## src/verilog/engine_pkg.sv

```systemverilog
package engine_pkg;

    typedef enum logic [1:0] {
        killer_bird,
        white_bear,
        metal_duck,
        black_bear
    } enemy_kind_t;

    typedef enum logic [1:0] {
        pike,
        archer,
        knight,
        catapult
    } army_kind_t;

    typedef logic [8:0]  power_t;   // damage per tick
    typedef logic [6:0]  life_t;    // ticks left
    typedef logic [14:0] money_t;
    typedef logic [2:0]  level_t;
    typedef logic [11:0] hp_t;

    typedef struct packed {
        enemy_kind_t kind;
        power_t      power;
        life_t       life;
    } enemy_unit_t;

    typedef struct packed {
        army_kind_t kind;
        power_t     power;
        life_t      life;
    } army_unit_t;

    typedef enum logic [1:0] {
        op_spawn_enemy,
        op_buy_army,
        op_upgrade
    } cmd_op_t;

    typedef struct packed {
        cmd_op_t    op;
        logic [1:0] kind;
    } cmd_t;

    typedef struct packed {
        logic accepted;
    } resp_t;

    // --------------------
    // unit tables

    function automatic money_t army_cost(army_kind_t kind);
        case (kind)
            pike:    return money_t'(50);
            archer:  return money_t'(75);
            knight:  return money_t'(100);
            default: return money_t'(150);
        endcase
    endfunction

    function automatic power_t army_power(army_kind_t kind);
        case (kind)
            pike:    return power_t'(5);
            archer:  return power_t'(8);
            knight:  return power_t'(12);
            default: return power_t'(20);
        endcase
    endfunction

    function automatic life_t army_life(army_kind_t kind);
        case (kind)
            pike:    return life_t'(20);
            archer:  return life_t'(30);
            knight:  return life_t'(40);
            default: return life_t'(60);
        endcase
    endfunction

    function automatic power_t enemy_power(enemy_kind_t kind);
        case (kind)
            killer_bird: return power_t'(4);
            white_bear:  return power_t'(6);
            metal_duck:  return power_t'(10);
            default:     return power_t'(16);
        endcase
    endfunction

    function automatic life_t enemy_life(enemy_kind_t kind);
        case (kind)
            killer_bird: return life_t'(25);
            white_bear:  return life_t'(35);
            metal_duck:  return life_t'(45);
            default:     return life_t'(60);
        endcase
    endfunction

    // --------------------
    // purse tables

    function automatic money_t upgrade_cost(level_t level);
        return money_t'(40) * (money_t'(level) + money_t'(1));
    endfunction

    function automatic money_t money_cap(level_t level);
        return money_t'(100) * (money_t'(level) + money_t'(1));
    endfunction

    function automatic money_t income(level_t level);
        case (level)
            3'd0:      return money_t'(1);
            3'd1, 3'd2: return money_t'(2);
            3'd3:      return money_t'(3);
            3'd4:      return money_t'(4);
            default:   return money_t'(5);
        endcase
    endfunction

endpackage

```

## src/verilog/engine_sequencer.sv

```systemverilog
`timescale 1ns/1ns

module engine_sequencer (
    input  logic                      clk_25MHz,
    input  logic                      rst,
    input  logic                      tick,
    input  logic                      req,
    input  engine_pkg::cmd_t          cmd,
    input  logic                      enemy_has_free,
    input  logic                      army_has_free,
    input  logic                      can_afford,
    input  logic                      can_upgrade,
    input  logic                      game_over,
    output logic                      ack,
    output engine_pkg::resp_t         resp,
    output logic                      busy,
    output logic                      step,
    output logic                      strike,
    output logic                      enemy_spawn,
    output engine_pkg::enemy_unit_t   enemy_payload,
    output logic                      army_spawn,
    output engine_pkg::army_unit_t    army_payload,
    output logic                      buy,
    output engine_pkg::army_kind_t    buy_kind,
    output logic                      upgrade
);

    typedef enum logic [2:0] {
        st_idle,
        st_decide,
        st_respond,
        st_release,
        st_step,
        st_strike
    } state_t;

    state_t                   state;
    logic                     tick_pend;
    logic                     accept;
    engine_pkg::enemy_kind_t  enemy_kind;

    // --------------------
    // payloads and accept decision

    assign enemy_kind = engine_pkg::enemy_kind_t'(cmd.kind);
    assign buy_kind   = engine_pkg::army_kind_t'(cmd.kind);  // purse prices this kind

    assign enemy_payload = '{kind:  enemy_kind,
                             power: engine_pkg::enemy_power(enemy_kind),
                             life:  engine_pkg::enemy_life(enemy_kind)};
    assign army_payload  = '{kind:  buy_kind,
                             power: engine_pkg::army_power(buy_kind),
                             life:  engine_pkg::army_life(buy_kind)};

    always_comb begin
        case (cmd.op)
            engine_pkg::op_spawn_enemy: accept = enemy_has_free;
            engine_pkg::op_buy_army:    accept = can_afford && army_has_free;
            engine_pkg::op_upgrade:     accept = can_upgrade;
            default:                    accept = 1'b0;
        endcase
        accept = accept && !game_over;
    end

    // actions fire in the decide cycle only
    assign enemy_spawn = (state == st_decide) && accept && (cmd.op == engine_pkg::op_spawn_enemy);
    assign army_spawn  = (state == st_decide) && accept && (cmd.op == engine_pkg::op_buy_army);
    assign buy         = army_spawn;
    assign upgrade     = (state == st_decide) && accept && (cmd.op == engine_pkg::op_upgrade);

    assign step   = (state == st_step);
    assign strike = (state == st_strike);
    assign busy   = tick_pend || step || strike;

    // --------------------
    // FSM

    always_ff @(posedge clk_25MHz) begin
        if (rst) begin
            state     <= st_idle;
            tick_pend <= 1'b0;
            ack       <= 1'b0;
            resp      <= '0;
        end else begin
            if (tick && !game_over) begin
                tick_pend <= 1'b1;           // repeats fold into one
            end else if (state == st_idle && tick_pend) begin
                tick_pend <= 1'b0;
            end

            case (state)
                st_idle: begin
                    if (tick_pend) state <= st_step;  // ticks first
                    else if (req)  state <= st_decide;
                end
                st_decide: begin
                    ack           <= 1'b1;
                    resp.accepted <= accept;
                    state         <= st_respond;
                end
                st_respond: begin
                    if (!req) begin
                        ack   <= 1'b0;
                        state <= st_release;
                    end
                end
                st_release: state <= st_idle;
                st_step:    state <= st_strike;
                st_strike:  state <= st_idle;
                default:    state <= st_idle;
            endcase
        end
    end

endmodule

```

## src/verilog/game_engine.sv

```systemverilog
`timescale 1ns/1ns

module game_engine #(
    parameter int SLOTS    = 8,
    parameter int TOWER_HP = 4000
) (
    input  logic                 clk_25MHz,
    input  logic                 rst,
    input  logic                 tick,
    input  logic                 req,
    input  engine_pkg::cmd_t     cmd,
    output logic                 ack,
    output engine_pkg::resp_t    resp,
    output logic                 busy,
    output engine_pkg::money_t   money,
    output engine_pkg::level_t   purse_level,
    output engine_pkg::hp_t      tower_hp_enemy,
    output engine_pkg::hp_t      tower_hp_army,
    output logic [3:0]           enemy_count,
    output logic [3:0]           army_count,
    output logic                 game_win,
    output logic                 game_lose
);

    logic                      step;
    logic                      strike;
    logic                      enemy_spawn;
    logic                      army_spawn;
    engine_pkg::enemy_unit_t   enemy_payload;
    engine_pkg::army_unit_t    army_payload;
    logic                      enemy_has_free;
    logic                      army_has_free;
    logic                      buy;
    engine_pkg::army_kind_t    buy_kind;
    logic                      upgrade;
    logic                      can_afford;
    logic                      can_upgrade;
    logic                      game_over;
    engine_pkg::hp_t           enemy_total;
    engine_pkg::hp_t           army_total;

    engine_sequencer engine_sequencer_inst (
        .clk_25MHz      (clk_25MHz),
        .rst            (rst),
        .tick           (tick),
        .req            (req),
        .cmd            (cmd),
        .enemy_has_free (enemy_has_free),
        .army_has_free  (army_has_free),
        .can_afford     (can_afford),
        .can_upgrade    (can_upgrade),
        .game_over      (game_over),
        .ack            (ack),
        .resp           (resp),
        .busy           (busy),
        .step           (step),
        .strike         (strike),
        .enemy_spawn    (enemy_spawn),
        .enemy_payload  (enemy_payload),
        .army_spawn     (army_spawn),
        .army_payload   (army_payload),
        .buy            (buy),
        .buy_kind       (buy_kind),
        .upgrade        (upgrade)
    );

    unit_roster #(
        .payload_t (engine_pkg::enemy_unit_t),
        .SLOTS     (SLOTS)
    ) enemy_roster (
        .clk_25MHz    (clk_25MHz),
        .rst          (rst),
        .step         (step),
        .spawn        (enemy_spawn),
        .payload      (enemy_payload),
        .has_free     (enemy_has_free),
        .count        (enemy_count),
        .strike_total (enemy_total)
    );

    unit_roster #(
        .payload_t (engine_pkg::army_unit_t),
        .SLOTS     (SLOTS)
    ) army_roster (
        .clk_25MHz    (clk_25MHz),
        .rst          (rst),
        .step         (step),
        .spawn        (army_spawn),
        .payload      (army_payload),
        .has_free     (army_has_free),
        .count        (army_count),
        .strike_total (army_total)
    );

    purse_ledger purse_ledger_inst (
        .clk_25MHz   (clk_25MHz),
        .rst         (rst),
        .step        (step),
        .buy         (buy),
        .buy_kind    (buy_kind),
        .upgrade     (upgrade),
        .can_afford  (can_afford),
        .can_upgrade (can_upgrade),
        .money       (money),
        .purse_level (purse_level)
    );

    tower_ledger #(
        .TOWER_HP (TOWER_HP)
    ) tower_ledger_inst (
        .clk_25MHz      (clk_25MHz),
        .rst            (rst),
        .strike         (strike),
        .enemy_total    (enemy_total),
        .army_total     (army_total),
        .tower_hp_enemy (tower_hp_enemy),
        .tower_hp_army  (tower_hp_army),
        .game_win       (game_win),
        .game_lose      (game_lose),
        .game_over      (game_over)
    );

endmodule

```

## src/verilog/purse_ledger.sv

```systemverilog
`timescale 1ns/1ns

module purse_ledger (
    input  logic                    clk_25MHz,
    input  logic                    rst,
    input  logic                    step,
    input  logic                    buy,
    input  engine_pkg::army_kind_t  buy_kind,
    input  logic                    upgrade,
    output logic                    can_afford,
    output logic                    can_upgrade,
    output engine_pkg::money_t      money,
    output engine_pkg::level_t      purse_level
);

    engine_pkg::money_t  cap;
    engine_pkg::money_t  earned;
    engine_pkg::money_t  price;
    engine_pkg::money_t  up_cost;

    assign cap     = engine_pkg::money_cap(purse_level);
    assign earned  = money + engine_pkg::income(purse_level);
    assign price   = engine_pkg::army_cost(buy_kind);
    assign up_cost = engine_pkg::upgrade_cost(purse_level);

    assign can_afford  = (money >= price);
    assign can_upgrade = (purse_level != 3'd7) && (money >= up_cost);

    always_ff @(posedge clk_25MHz) begin
        if (rst) begin
            money       <= '0;
            purse_level <= '0;
        end else if (step) begin
            money <= (earned > cap) ? cap : earned;  // clamp to level cap
        end else if (buy) begin
            money <= money - price;
        end else if (upgrade) begin
            money       <= money - up_cost;
            purse_level <= purse_level + 3'd1;
        end
    end

endmodule

```

## src/verilog/tower_ledger.sv

```systemverilog
`timescale 1ns/1ns

module tower_ledger #(
    parameter int TOWER_HP = 4000
) (
    input  logic             clk_25MHz,
    input  logic             rst,
    input  logic             strike,
    input  engine_pkg::hp_t  enemy_total,
    input  engine_pkg::hp_t  army_total,
    output engine_pkg::hp_t  tower_hp_enemy,
    output engine_pkg::hp_t  tower_hp_army,
    output logic             game_win,
    output logic             game_lose,
    output logic             game_over
);

    // enemy units hit the army tower and the other way round
    always_ff @(posedge clk_25MHz) begin
        if (rst) begin
            tower_hp_enemy <= engine_pkg::hp_t'(TOWER_HP);
            tower_hp_army  <= engine_pkg::hp_t'(TOWER_HP);
        end else if (strike) begin
            tower_hp_army  <= (enemy_total >= tower_hp_army) ? '0 : tower_hp_army - enemy_total;
            tower_hp_enemy <= (army_total >= tower_hp_enemy) ? '0 : tower_hp_enemy - army_total;
        end
    end

    assign game_win  = (tower_hp_enemy == '0);
    assign game_lose = (tower_hp_army == '0);
    assign game_over = game_win || game_lose;

endmodule

```

## src/verilog/unit_roster.sv

```systemverilog
`timescale 1ns/1ns

module unit_roster #(
    parameter type payload_t = engine_pkg::enemy_unit_t,
    parameter int  SLOTS     = 8
) (
    input  logic             clk_25MHz,
    input  logic             rst,
    input  logic             step,
    input  logic             spawn,
    input  payload_t         payload,
    output logic             has_free,
    output logic [3:0]       count,
    output engine_pkg::hp_t  strike_total
);

    localparam int IDX_W = (SLOTS > 1) ? $clog2(SLOTS) : 1;

    payload_t                slot_q [SLOTS];
    logic [SLOTS-1:0]        alive_q;
    logic [IDX_W-1:0]        free_idx;
    engine_pkg::hp_t         power_sum;

    assign has_free = ~&alive_q;

    always_comb begin
        free_idx  = '0;
        count     = '0;
        power_sum = '0;
        for (int i = SLOTS - 1; i >= 0; i--) begin
            if (!alive_q[i]) free_idx = IDX_W'(i);  // lowest index wins
        end
        for (int i = 0; i < SLOTS; i++) begin
            if (alive_q[i]) begin
                count     = count + 4'd1;
                power_sum = power_sum + engine_pkg::hp_t'(slot_q[i].power);
            end
        end
    end

    // unit payloads
    always_ff @(posedge clk_25MHz) begin
        if (step) begin
            for (int i = 0; i < SLOTS; i++) begin
                if (alive_q[i]) slot_q[i].life <= slot_q[i].life - engine_pkg::life_t'(1);
            end
        end else if (spawn && has_free) begin
            slot_q[free_idx] <= payload;
        end
    end

    always_ff @(posedge clk_25MHz) begin
        if (rst) begin
            alive_q      <= '0;
            strike_total <= '0;
        end else if (step) begin
            strike_total <= power_sum;  // strikes before aging
            for (int i = 0; i < SLOTS; i++) begin
                if (alive_q[i] && slot_q[i].life <= engine_pkg::life_t'(1)) alive_q[i] <= 1'b0;
            end
        end else if (spawn && has_free) begin
            alive_q[free_idx] <= 1'b1;
        end
    end

endmodule
```

## config.mk

```make
export PLATFORM = sky130hd
export DESIGN_NAME = game_engine
export DESIGN_NICKNAME = d
export VERILOG_FILES = /design/src/verilog/engine_pkg.sv /design/src/verilog/engine_sequencer.sv /design/src/verilog/game_engine.sv /design/src/verilog/purse_ledger.sv /design/src/verilog/tower_ledger.sv /design/src/verilog/unit_roster.sv
export SDC_FILE = /design/constraint.sdc
export NUM_CORES = 1
export LEC_CHECK = 0
export BUFFER_PORTS_ARGS = -buffer_cell sky130_fd_sc_hd__clkbuf_2
export CAP_MARGIN = 40
export CORE_ASPECT_RATIO = 0.75
export CORE_MARGIN = 2
export CORE_UTILIZATION = 69
export DETAILED_ROUTE_END_ITERATION = 8
export GPL_TIMING_DRIVEN = 0
export HOLD_SLACK_MARGIN = 0.1
export MAX_ROUTING_LAYER = met4
export PLACE_DENSITY = 0.87
export SLEW_MARGIN = 20
export SYNTH_ARGS = -nofsm -noshare
export SYNTH_HDL_FRONTEND = slang
export SYNTH_SLANG_ARGS = --single-unit
```

## constraint.sdc

```tcl
create_clock -name clk_25MHz -period 13.81 [get_ports clk_25MHz]
set_clock_uncertainty 0.05 [all_clocks]
set_input_delay 1.381 -clock clk_25MHz [delete_from_list [all_inputs] [get_ports clk_25MHz]]
set_output_delay 1.381 -clock clk_25MHz [all_outputs]
set_load 0.005 [all_outputs]
```

Word-level counts from Yosys, hierarchy flattened
Memories as Yosys holds them, arrays and structs flattened.
Index checks and enable logic that the tools add are counted.
{"block": "totals", "regBits": 88, "ram_bits": 224, "inputBits": 8, "out_inout_bits": 55, "elab_cells": 364, "memories": 2}
{"block": "classes", "addsub": 51, "multipliers": 2, "order_cmp": 25, "eq_ne": 31, "mux": 153, "bitwise_logic": 4, "reduce_logical": 70}
{"name": "army_roster.slot_q", "words": 8, "word_bits": 14, "read_ports": 8, "rd_clocked_by_memory_dff": 0, "write_ports": 8, "line_no": "unit_roster.sv:19", "source": "payload_t slot_q [SLOTS];"}
{"name": "enemy_roster.slot_q", "words": 8, "word_bits": 14, "read_ports": 8, "rd_clocked_by_memory_dff": 0, "write_ports": 8, "line_no": "unit_roster.sv:19"}
{"operator": "2-to-1 mux 12 bit", "count": 16}
{"operator": "adder 12 x 9 -> 12 bit", "count": 12}
{"operator": "<= comparator 7 x 1 -> 1 bit, second input constant", "count": 16}
{"operator": "subtractor 7 x 1 -> 7 bit, second input constant", "count": 16}
{"operator": "2-to-1 mux 1 bit", "count": 77}
{"operator": "2-to-1 mux 3 bit", "count": 21}
{"operator": "2-to-1 mux 15 bit", "count": 4}
{"operator": "2-to-1 mux 4 bit", "count": 14}
{"operator": "adder 4 x 1 -> 4 bit, second input constant", "count": 12}
{"operator": "one-hot mux 6 bit (3 select lines)", "count": 2}
{"operator": "AND reduction 2 bit", "count": 18}
{"operator": "2-to-1 mux 8 bit", "count": 4}
{"operator": "inequality test 2 x 1 -> 1 bit, second input constant", "count": 16}
{"operator": "one-hot mux 5 bit (3 select lines)", "count": 2}
{"operator": "logical AND 1 bit", "count": 29}
{"operator": "2-to-1 mux 14 bit", "count": 2}
{"operator": "OR reduction 14 bit", "count": 2}
{"operator": "greater-or-equal comparator 12 bit", "count": 2}
{"operator": "logical NOT 12 bit", "count": 2}
{"operator": "one-hot mux 3 bit (4 select lines)", "count": 2}
{"operator": "one-hot mux 8 bit (3 select lines)", "count": 1}
{"operator": "subtractor 12 bit", "count": 2}
{"operator": "adder 9 x 9 -> 10 bit", "count": 2}
{"operator": "2-to-1 mux 9 bit", "count": 2}
{"operator": "36 further kinds", "count": 60}

Logic depth before layout (Yosys ltp)
An unclocked memory read counts as a cell.
{"block": "logic_depth", "ltp_word": 16, "ltp_mapped": 36}

Hierarchy
From an unflattened synthesis, not the netlist that was laid out.
{"block": "hier_totals", "hier_cells": 2893, "hier_area_um2": 26420.3}
{"mod": "unit_roster at enemy_roster", "n_inst": 1, "cells_per_inst": 1110, "area_each_um2": 10471.3, "seq_area_each_um2": 4244.1}
{"mod": "unit_roster at army_roster", "n_inst": 1, "cells_per_inst": 1103, "area_each_um2": 10437.5, "seq_area_each_um2": 4244.1}
{"mod": "purse_ledger", "n_inst": 1, "cells_per_inst": 346, "area_each_um2": 2760.1, "seq_area_each_um2": 360.3}
{"mod": "tower_ledger", "n_inst": 1, "cells_per_inst": 251, "area_each_um2": 2052.0, "seq_area_each_um2": 480.5}
{"mod": "engine_sequencer", "n_inst": 1, "cells_per_inst": 83, "area_each_um2": 699.4, "seq_area_each_um2": 120.1}

Least setup slack after synthesis
Ideal clock, no wire load.
{"block": "synth_path", "kind": "register -> register", "startpoint": "memory army_roster.slot_q[0][7] (netlist bit)", "endpoint": "register army_roster.strike_total[7]", "t_arrival_ns": 6.905, "t_required_ns": 13.669, "path_slack_ns": 6.764, "stages_incl_launch_ff": 32, "n_path_buf": 0, "cell_sequence": "edfxtp_1 -> and2_1 -> ha_1 -> mux2_2 -> ha_1 -> ha_1 -> xnor2_1 -> a21oi_1 -> ha_1 -> xor2_1 -> mux2_2 -> ha_1 -> xor2_1 -> mux2_2 -> ha_1 -> nand2_1 -> a2111oi_0 -> a311oi_1 -> xnor2_1 -> mux2_2 -> ha_1 -> xnor2_1 -> mux2_2 -> ha_1 -> inv_1 -> or4_1 -> a31oi_1 -> a21oi_1 -> o21ai_0 -> and2_1 -> o21ai_0 -> a311oi_1"}
{"item": "from (decl)", "line_no": "unit_roster.sv:19"}
{"item": "to (signal assigned)", "line_no": "unit_roster.sv:57", "source": "strike_total <= power_sum;"}
{"item": "to (decl)", "line_no": "unit_roster.sv:14", "source": "output engine_pkg::hp_t strike_total"}

Worst setup path in the final report
{"block": "layout_path", "startpoint": "register army_roster.alive_q[0]", "endpoint": "register army_roster.strike_total[8]"}
{"block": "layout_via", "elab_chain_cells": 15}
{"item": "from (decl)", "line_no": "unit_roster.sv:20", "source": "logic [SLOTS-1:0] alive_q;"}
{"item": "from (signal assigned)", "line_no": "unit_roster.sv:54", "source": "alive_q <= '0;"}
{"item": "from (signal, indexed assignment)", "line_no": "unit_roster.sv:59", "source": "if (alive_q[i] && slot_q[i].life <= engine_pkg::life_t'(1)) alive_q[i] <= 1'b0;"}
{"item": "from (signal, indexed assignment)", "line_no": "unit_roster.sv:62", "source": "alive_q[free_idx] <= 1'b1;"}
{"item": "2-to-1 mux 9 bit *", "line_no": "unit_roster.sv:34", "source": "if (alive_q[i]) begin"}
{"item": "adder 9 x 9 -> 10 bit", "line_no": "unit_roster.sv:36", "source": "power_sum = power_sum + engine_pkg::hp_t'(slot_q[i].power);"}
{"item": "2-to-1 mux 12 bit *", "line_no": "unit_roster.sv:34"}
{"item": "adder 12 x 9 -> 12 bit", "line_no": "unit_roster.sv:36"}
{"item": "2-to-1 mux 12 bit *", "line_no": "unit_roster.sv:34"}
{"item": "adder 12 x 9 -> 12 bit", "line_no": "unit_roster.sv:36"}
{"item": "2-to-1 mux 12 bit *", "line_no": "unit_roster.sv:34"}
{"item": "adder 12 x 9 -> 12 bit", "line_no": "unit_roster.sv:36"}
{"item": "2-to-1 mux 12 bit *", "line_no": "unit_roster.sv:34"}
{"item": "adder 12 x 9 -> 12 bit", "line_no": "unit_roster.sv:36"}
{"item": "2-to-1 mux 12 bit *", "line_no": "unit_roster.sv:34"}
{"item": "adder 12 x 9 -> 12 bit", "line_no": "unit_roster.sv:36"}
{"item": "2-to-1 mux 12 bit *", "line_no": "unit_roster.sv:34"}
{"item": "adder 12 x 9 -> 12 bit", "line_no": "unit_roster.sv:36"}
{"item": "2-to-1 mux 12 bit *", "line_no": "unit_roster.sv:34"}
Every way passes the cells marked *; elsewhere a longest branch is shown, timed or not.
A chain may end at the register's enable or synchronous reset.

==> impl_metrics.json <==
{
  "die_y_um": 147,
  "yosysWarningCount": 0,
  "power.share.clock_pct": 43.6,
  "max_cap_violations": 0,
  "path_class": "flip-flop to flip-flop",
  "clk_path_buf_depth": 3,
  "insertion_delay_ns": 0.56,
  "worstPathMaxFanout": 5,
  "rsz0062_at_grt": "false",
  "antennaDiodeCount": 0,
  "hp-class": "flip-flop to flip-flop",
  "grtUsageTotal_pct": 35.6,
  "ys.flop_type": "edfxtp_1",
  "synth_seq_cells": 262,
  "drive_gt1_share_pct": 8.72,
  "fin_cells": 2530,
  "numPortBuffers": 60,
  "htree_levels": 1,
  "hpwlAfterDp_um": 37000,
  "critical_path.max_stage_delay_ns": 0.41,
  "grt_pass1_vias": 15700,
  "sequentialPowerShare_pct": 44.4,
  "nFillCells": 1774,
  "worstMarginPinSlew_ns": 0.879,
  "cpMostUsedCell": "ha_1",
  "synth.area.top_cells": "edfxtp_1 (24%), ha_1 (12%), dfxtp_1 (12%), xnor2_1 (5.4%), nor2_1 (4.0%)",
  "clk_pin_slew_ns": 0.06,
  "synthArstFlopShare_pct": 0,
  "startpoint_type": "flip-flop",
  "grt_first_pass_wirelength_um": 80100,
  "synth_nets": 2263,
  "finalHoldViolCount": 0,
  "synth_area_per_cell_um2": 9.13,
  "clockRootBuffer": "clkbuf_16",
  "ys_seq_area_share_pct": 36.0,
  "syn_area_um2": 18800,
  "setup_viol_count_final": 0,
  "end_kind": "flip-flop",
  "power_frac_comb_pct": 12.0,
  "fin_crit_ns": 7.96,
  "dp_cells": 2474,
  "drc": 0,
  "start_util_pct": 70.0,
  "post_cts_buffers": 0,
  "rows": 52,
  "critPathRequiredTime_ns": 14.15,
  "p_leak_nw": 8.44,
  "yosysTopAreaCellShare_pct": 24.3,
  "hold_buffers": 0,
  "powerDensity_nw_per_um2": 93.5,
  "synth_edf_count": 152,
  "first_iter_violations": 1549,
  "worst_slack_ns": 5.85,
  "fin_crit_sh_pct": 57.6,
  "yosys.area.top_type": "edfxtp_1",
  "final_core_util_pct": 76.8,
  "slowest_stage": "a2111oi_0",
  "final_common_cell": "nor2_1",
  "post_drt_wl_per_cell_um": 19.7,
  "die_x_um": 195,
  "grt_overflow": 0,
  "vdd_drop_max_mv": 0.129,
  "multiInputGateArea_um2": 11100,
  "drt-total-wl_um": 49900,
  "syn_to_final_growth_pct": 9.80,
  "coreArea_um2": 26900,
  "antenna_found_initial": 0,
  "final_cell_mix": "nor2_1 (201), nand2_1 (191), ha_1 (182), inv_1 (170), edfxtp_1 (152)",
  "switching_share_pct": 25.5,
  "dieArea_um2": 28600,
  "grt_max_degree": 19,
  "final-seq-area_um2": 6770,
  "synth_cell_type_count": 86,
  "cts_tree": "done",
  "worstPathArrival_ns": 8.30,
  "synth_cells": 2060,
  "place_ws_ns": 6.07,
  "antenna_left": 0,
  "max_freq_mhz": 126,
  "gp_congestion": 0.970,
  "vias": 16200,
  "p_switching_mw": 0.492,
  "status": "complete, no violations",
  "tns_ns": 0,
  "io_pins": 63,
  "slew_headroom_pct": 41.4,
  "cts.sinks": 262,
  "nets": 2360,
  "dr.pass1.iters": 6,
  "power.internal_mw": 1.44,
  "cts_made_buffers": 28,
  "cts-resized-gates": 0,
  "slew_violations": 0,
  "vias_per_cell": 6.38
}
-- cells by family after synthesis --
kind of cell / after synthesis / share of synthesized area (%)
flops: 262 / 36.0
compound gates: 463 / 16.3
buf+inv: 239 / 4.82
fa+ha+maj: 195 / 13.5
mux: 59 / 3.39
other cells: 2 / 0.0399
xor+xnor: 204 / 10.0
simple gates: 636 / 15.9
-- cell usage after synthesis (all sizes together), types with 15 or more instances --
library cell / n
a211oi: 28
a21o: 24
a21oi: 101
and2: 18
clkbuf: 55
dfxtp: 110
edfxtp: 152
ha: 182
inv: 171
mux2: 38
mux2i: 21
nand2: 191
nand3: 27
nand4: 16
nor2: 202
nor2b: 24
nor3: 53
nor3b: 20
o21ai: 75
o22ai: 95
or3: 15
xnor2: 123
xor2: 81
-- flip-flops by register name, indices dropped and copies added (netlist names), 3 cells and up --
| name | flops |
|---|---|
| enemy_roster.strike_total | 11 |
| tower_ledger_inst.tower_hp_army | 11 |
| purse_ledger_inst.purse_level | 3 |
| army_roster.strike_total | 12 |
| army_roster.slot_q | 88 |
| army_roster.alive_q | 8 |
| tower_ledger_inst.tower_hp_enemy | 12 |
| enemy_roster.alive_q | 8 |
| purse_ledger_inst.money | 15 |
| enemy_roster.slot_q | 88 |
| engine_sequencer_inst.state | 3 |
-- layer usage --
layer,up-vias,part of all wire (%),global-route usage (%)
li1,7605,-,-
met1,7623,42,48.0
met2,798,45,55.5
met3,126,9.7,6.08
met4,0,2.8,10.7
met5,-,0,-
-- final timing paths --
path | startpoint | depth (start not counted) | endpoint | slack [ns]
setup / recovery | army_roster.alive_q[0]$_SDFFE_PP0P_ | 32 | army_roster.strike_total[8]$_SDFFE_PP0P_ | 5.85
hold / removal | enemy_roster.strike_total[5]$_SDFFE_PP0P_ | 2 | enemy_roster.strike_total[5]$_SDFFE_PP0P_ | 0.40
setup reg to reg | army_roster.alive_q[0]$_SDFFE_PP0P_ | 32 | army_roster.strike_total[8]$_SDFFE_PP0P_ | 5.85
hold reg to reg | enemy_roster.strike_total[5]$_SDFFE_PP0P_ | 2 | enemy_roster.strike_total[5]$_SDFFE_PP0P_ | 0.40
-- per-stage QoR --
stage               hold WS, ns  power (mW)  instance area [um^2]
detailed placement        0.390        1.09                 19600
finish                    0.402        1.93                 20600
CTS                       0.399        1.92                 20600
floorplan                 0.370        1.02                 18800
global route              0.422        1.98                 20600
global placement          0.378        1.08                 19500
-- cell type report --
class	instances	area share (%)
well taps	351	2.13
repair buffers	67	1.84
plain buffers	66	1.25
multi-input cells	1559	53.9
flip-flops and latches	262	32.8
clock inverters	16	1.18
inverters	173	3.15
clock buffers	36	3.79
-- power groups by stage --
stage	sequential (mW)	clock, mW	combinational [mW]
final	0.856	0.842	0.233
after global routing	0.858	0.870	0.253
after CTS	0.856	0.842	0.224
after detailed placement	0.872	0	0.221
after global placement	0.871	0	0.210
after floorplan	0.868	0	0.154
-- worst max-delay path, delay by kind of cell (launching register included) --
family / cells / cell delay, ns
DFF: 1 / 0.40
muxes: 6 / 1.50
xor gates and xnor gates: 6 / 0.98
adders and majority gates: 8 / 2.30
and+or+nand+nor: 5 / 0.69
AOI/OAI and AO/OA: 7 / 1.85
Power figures use the tool's default switching activity.
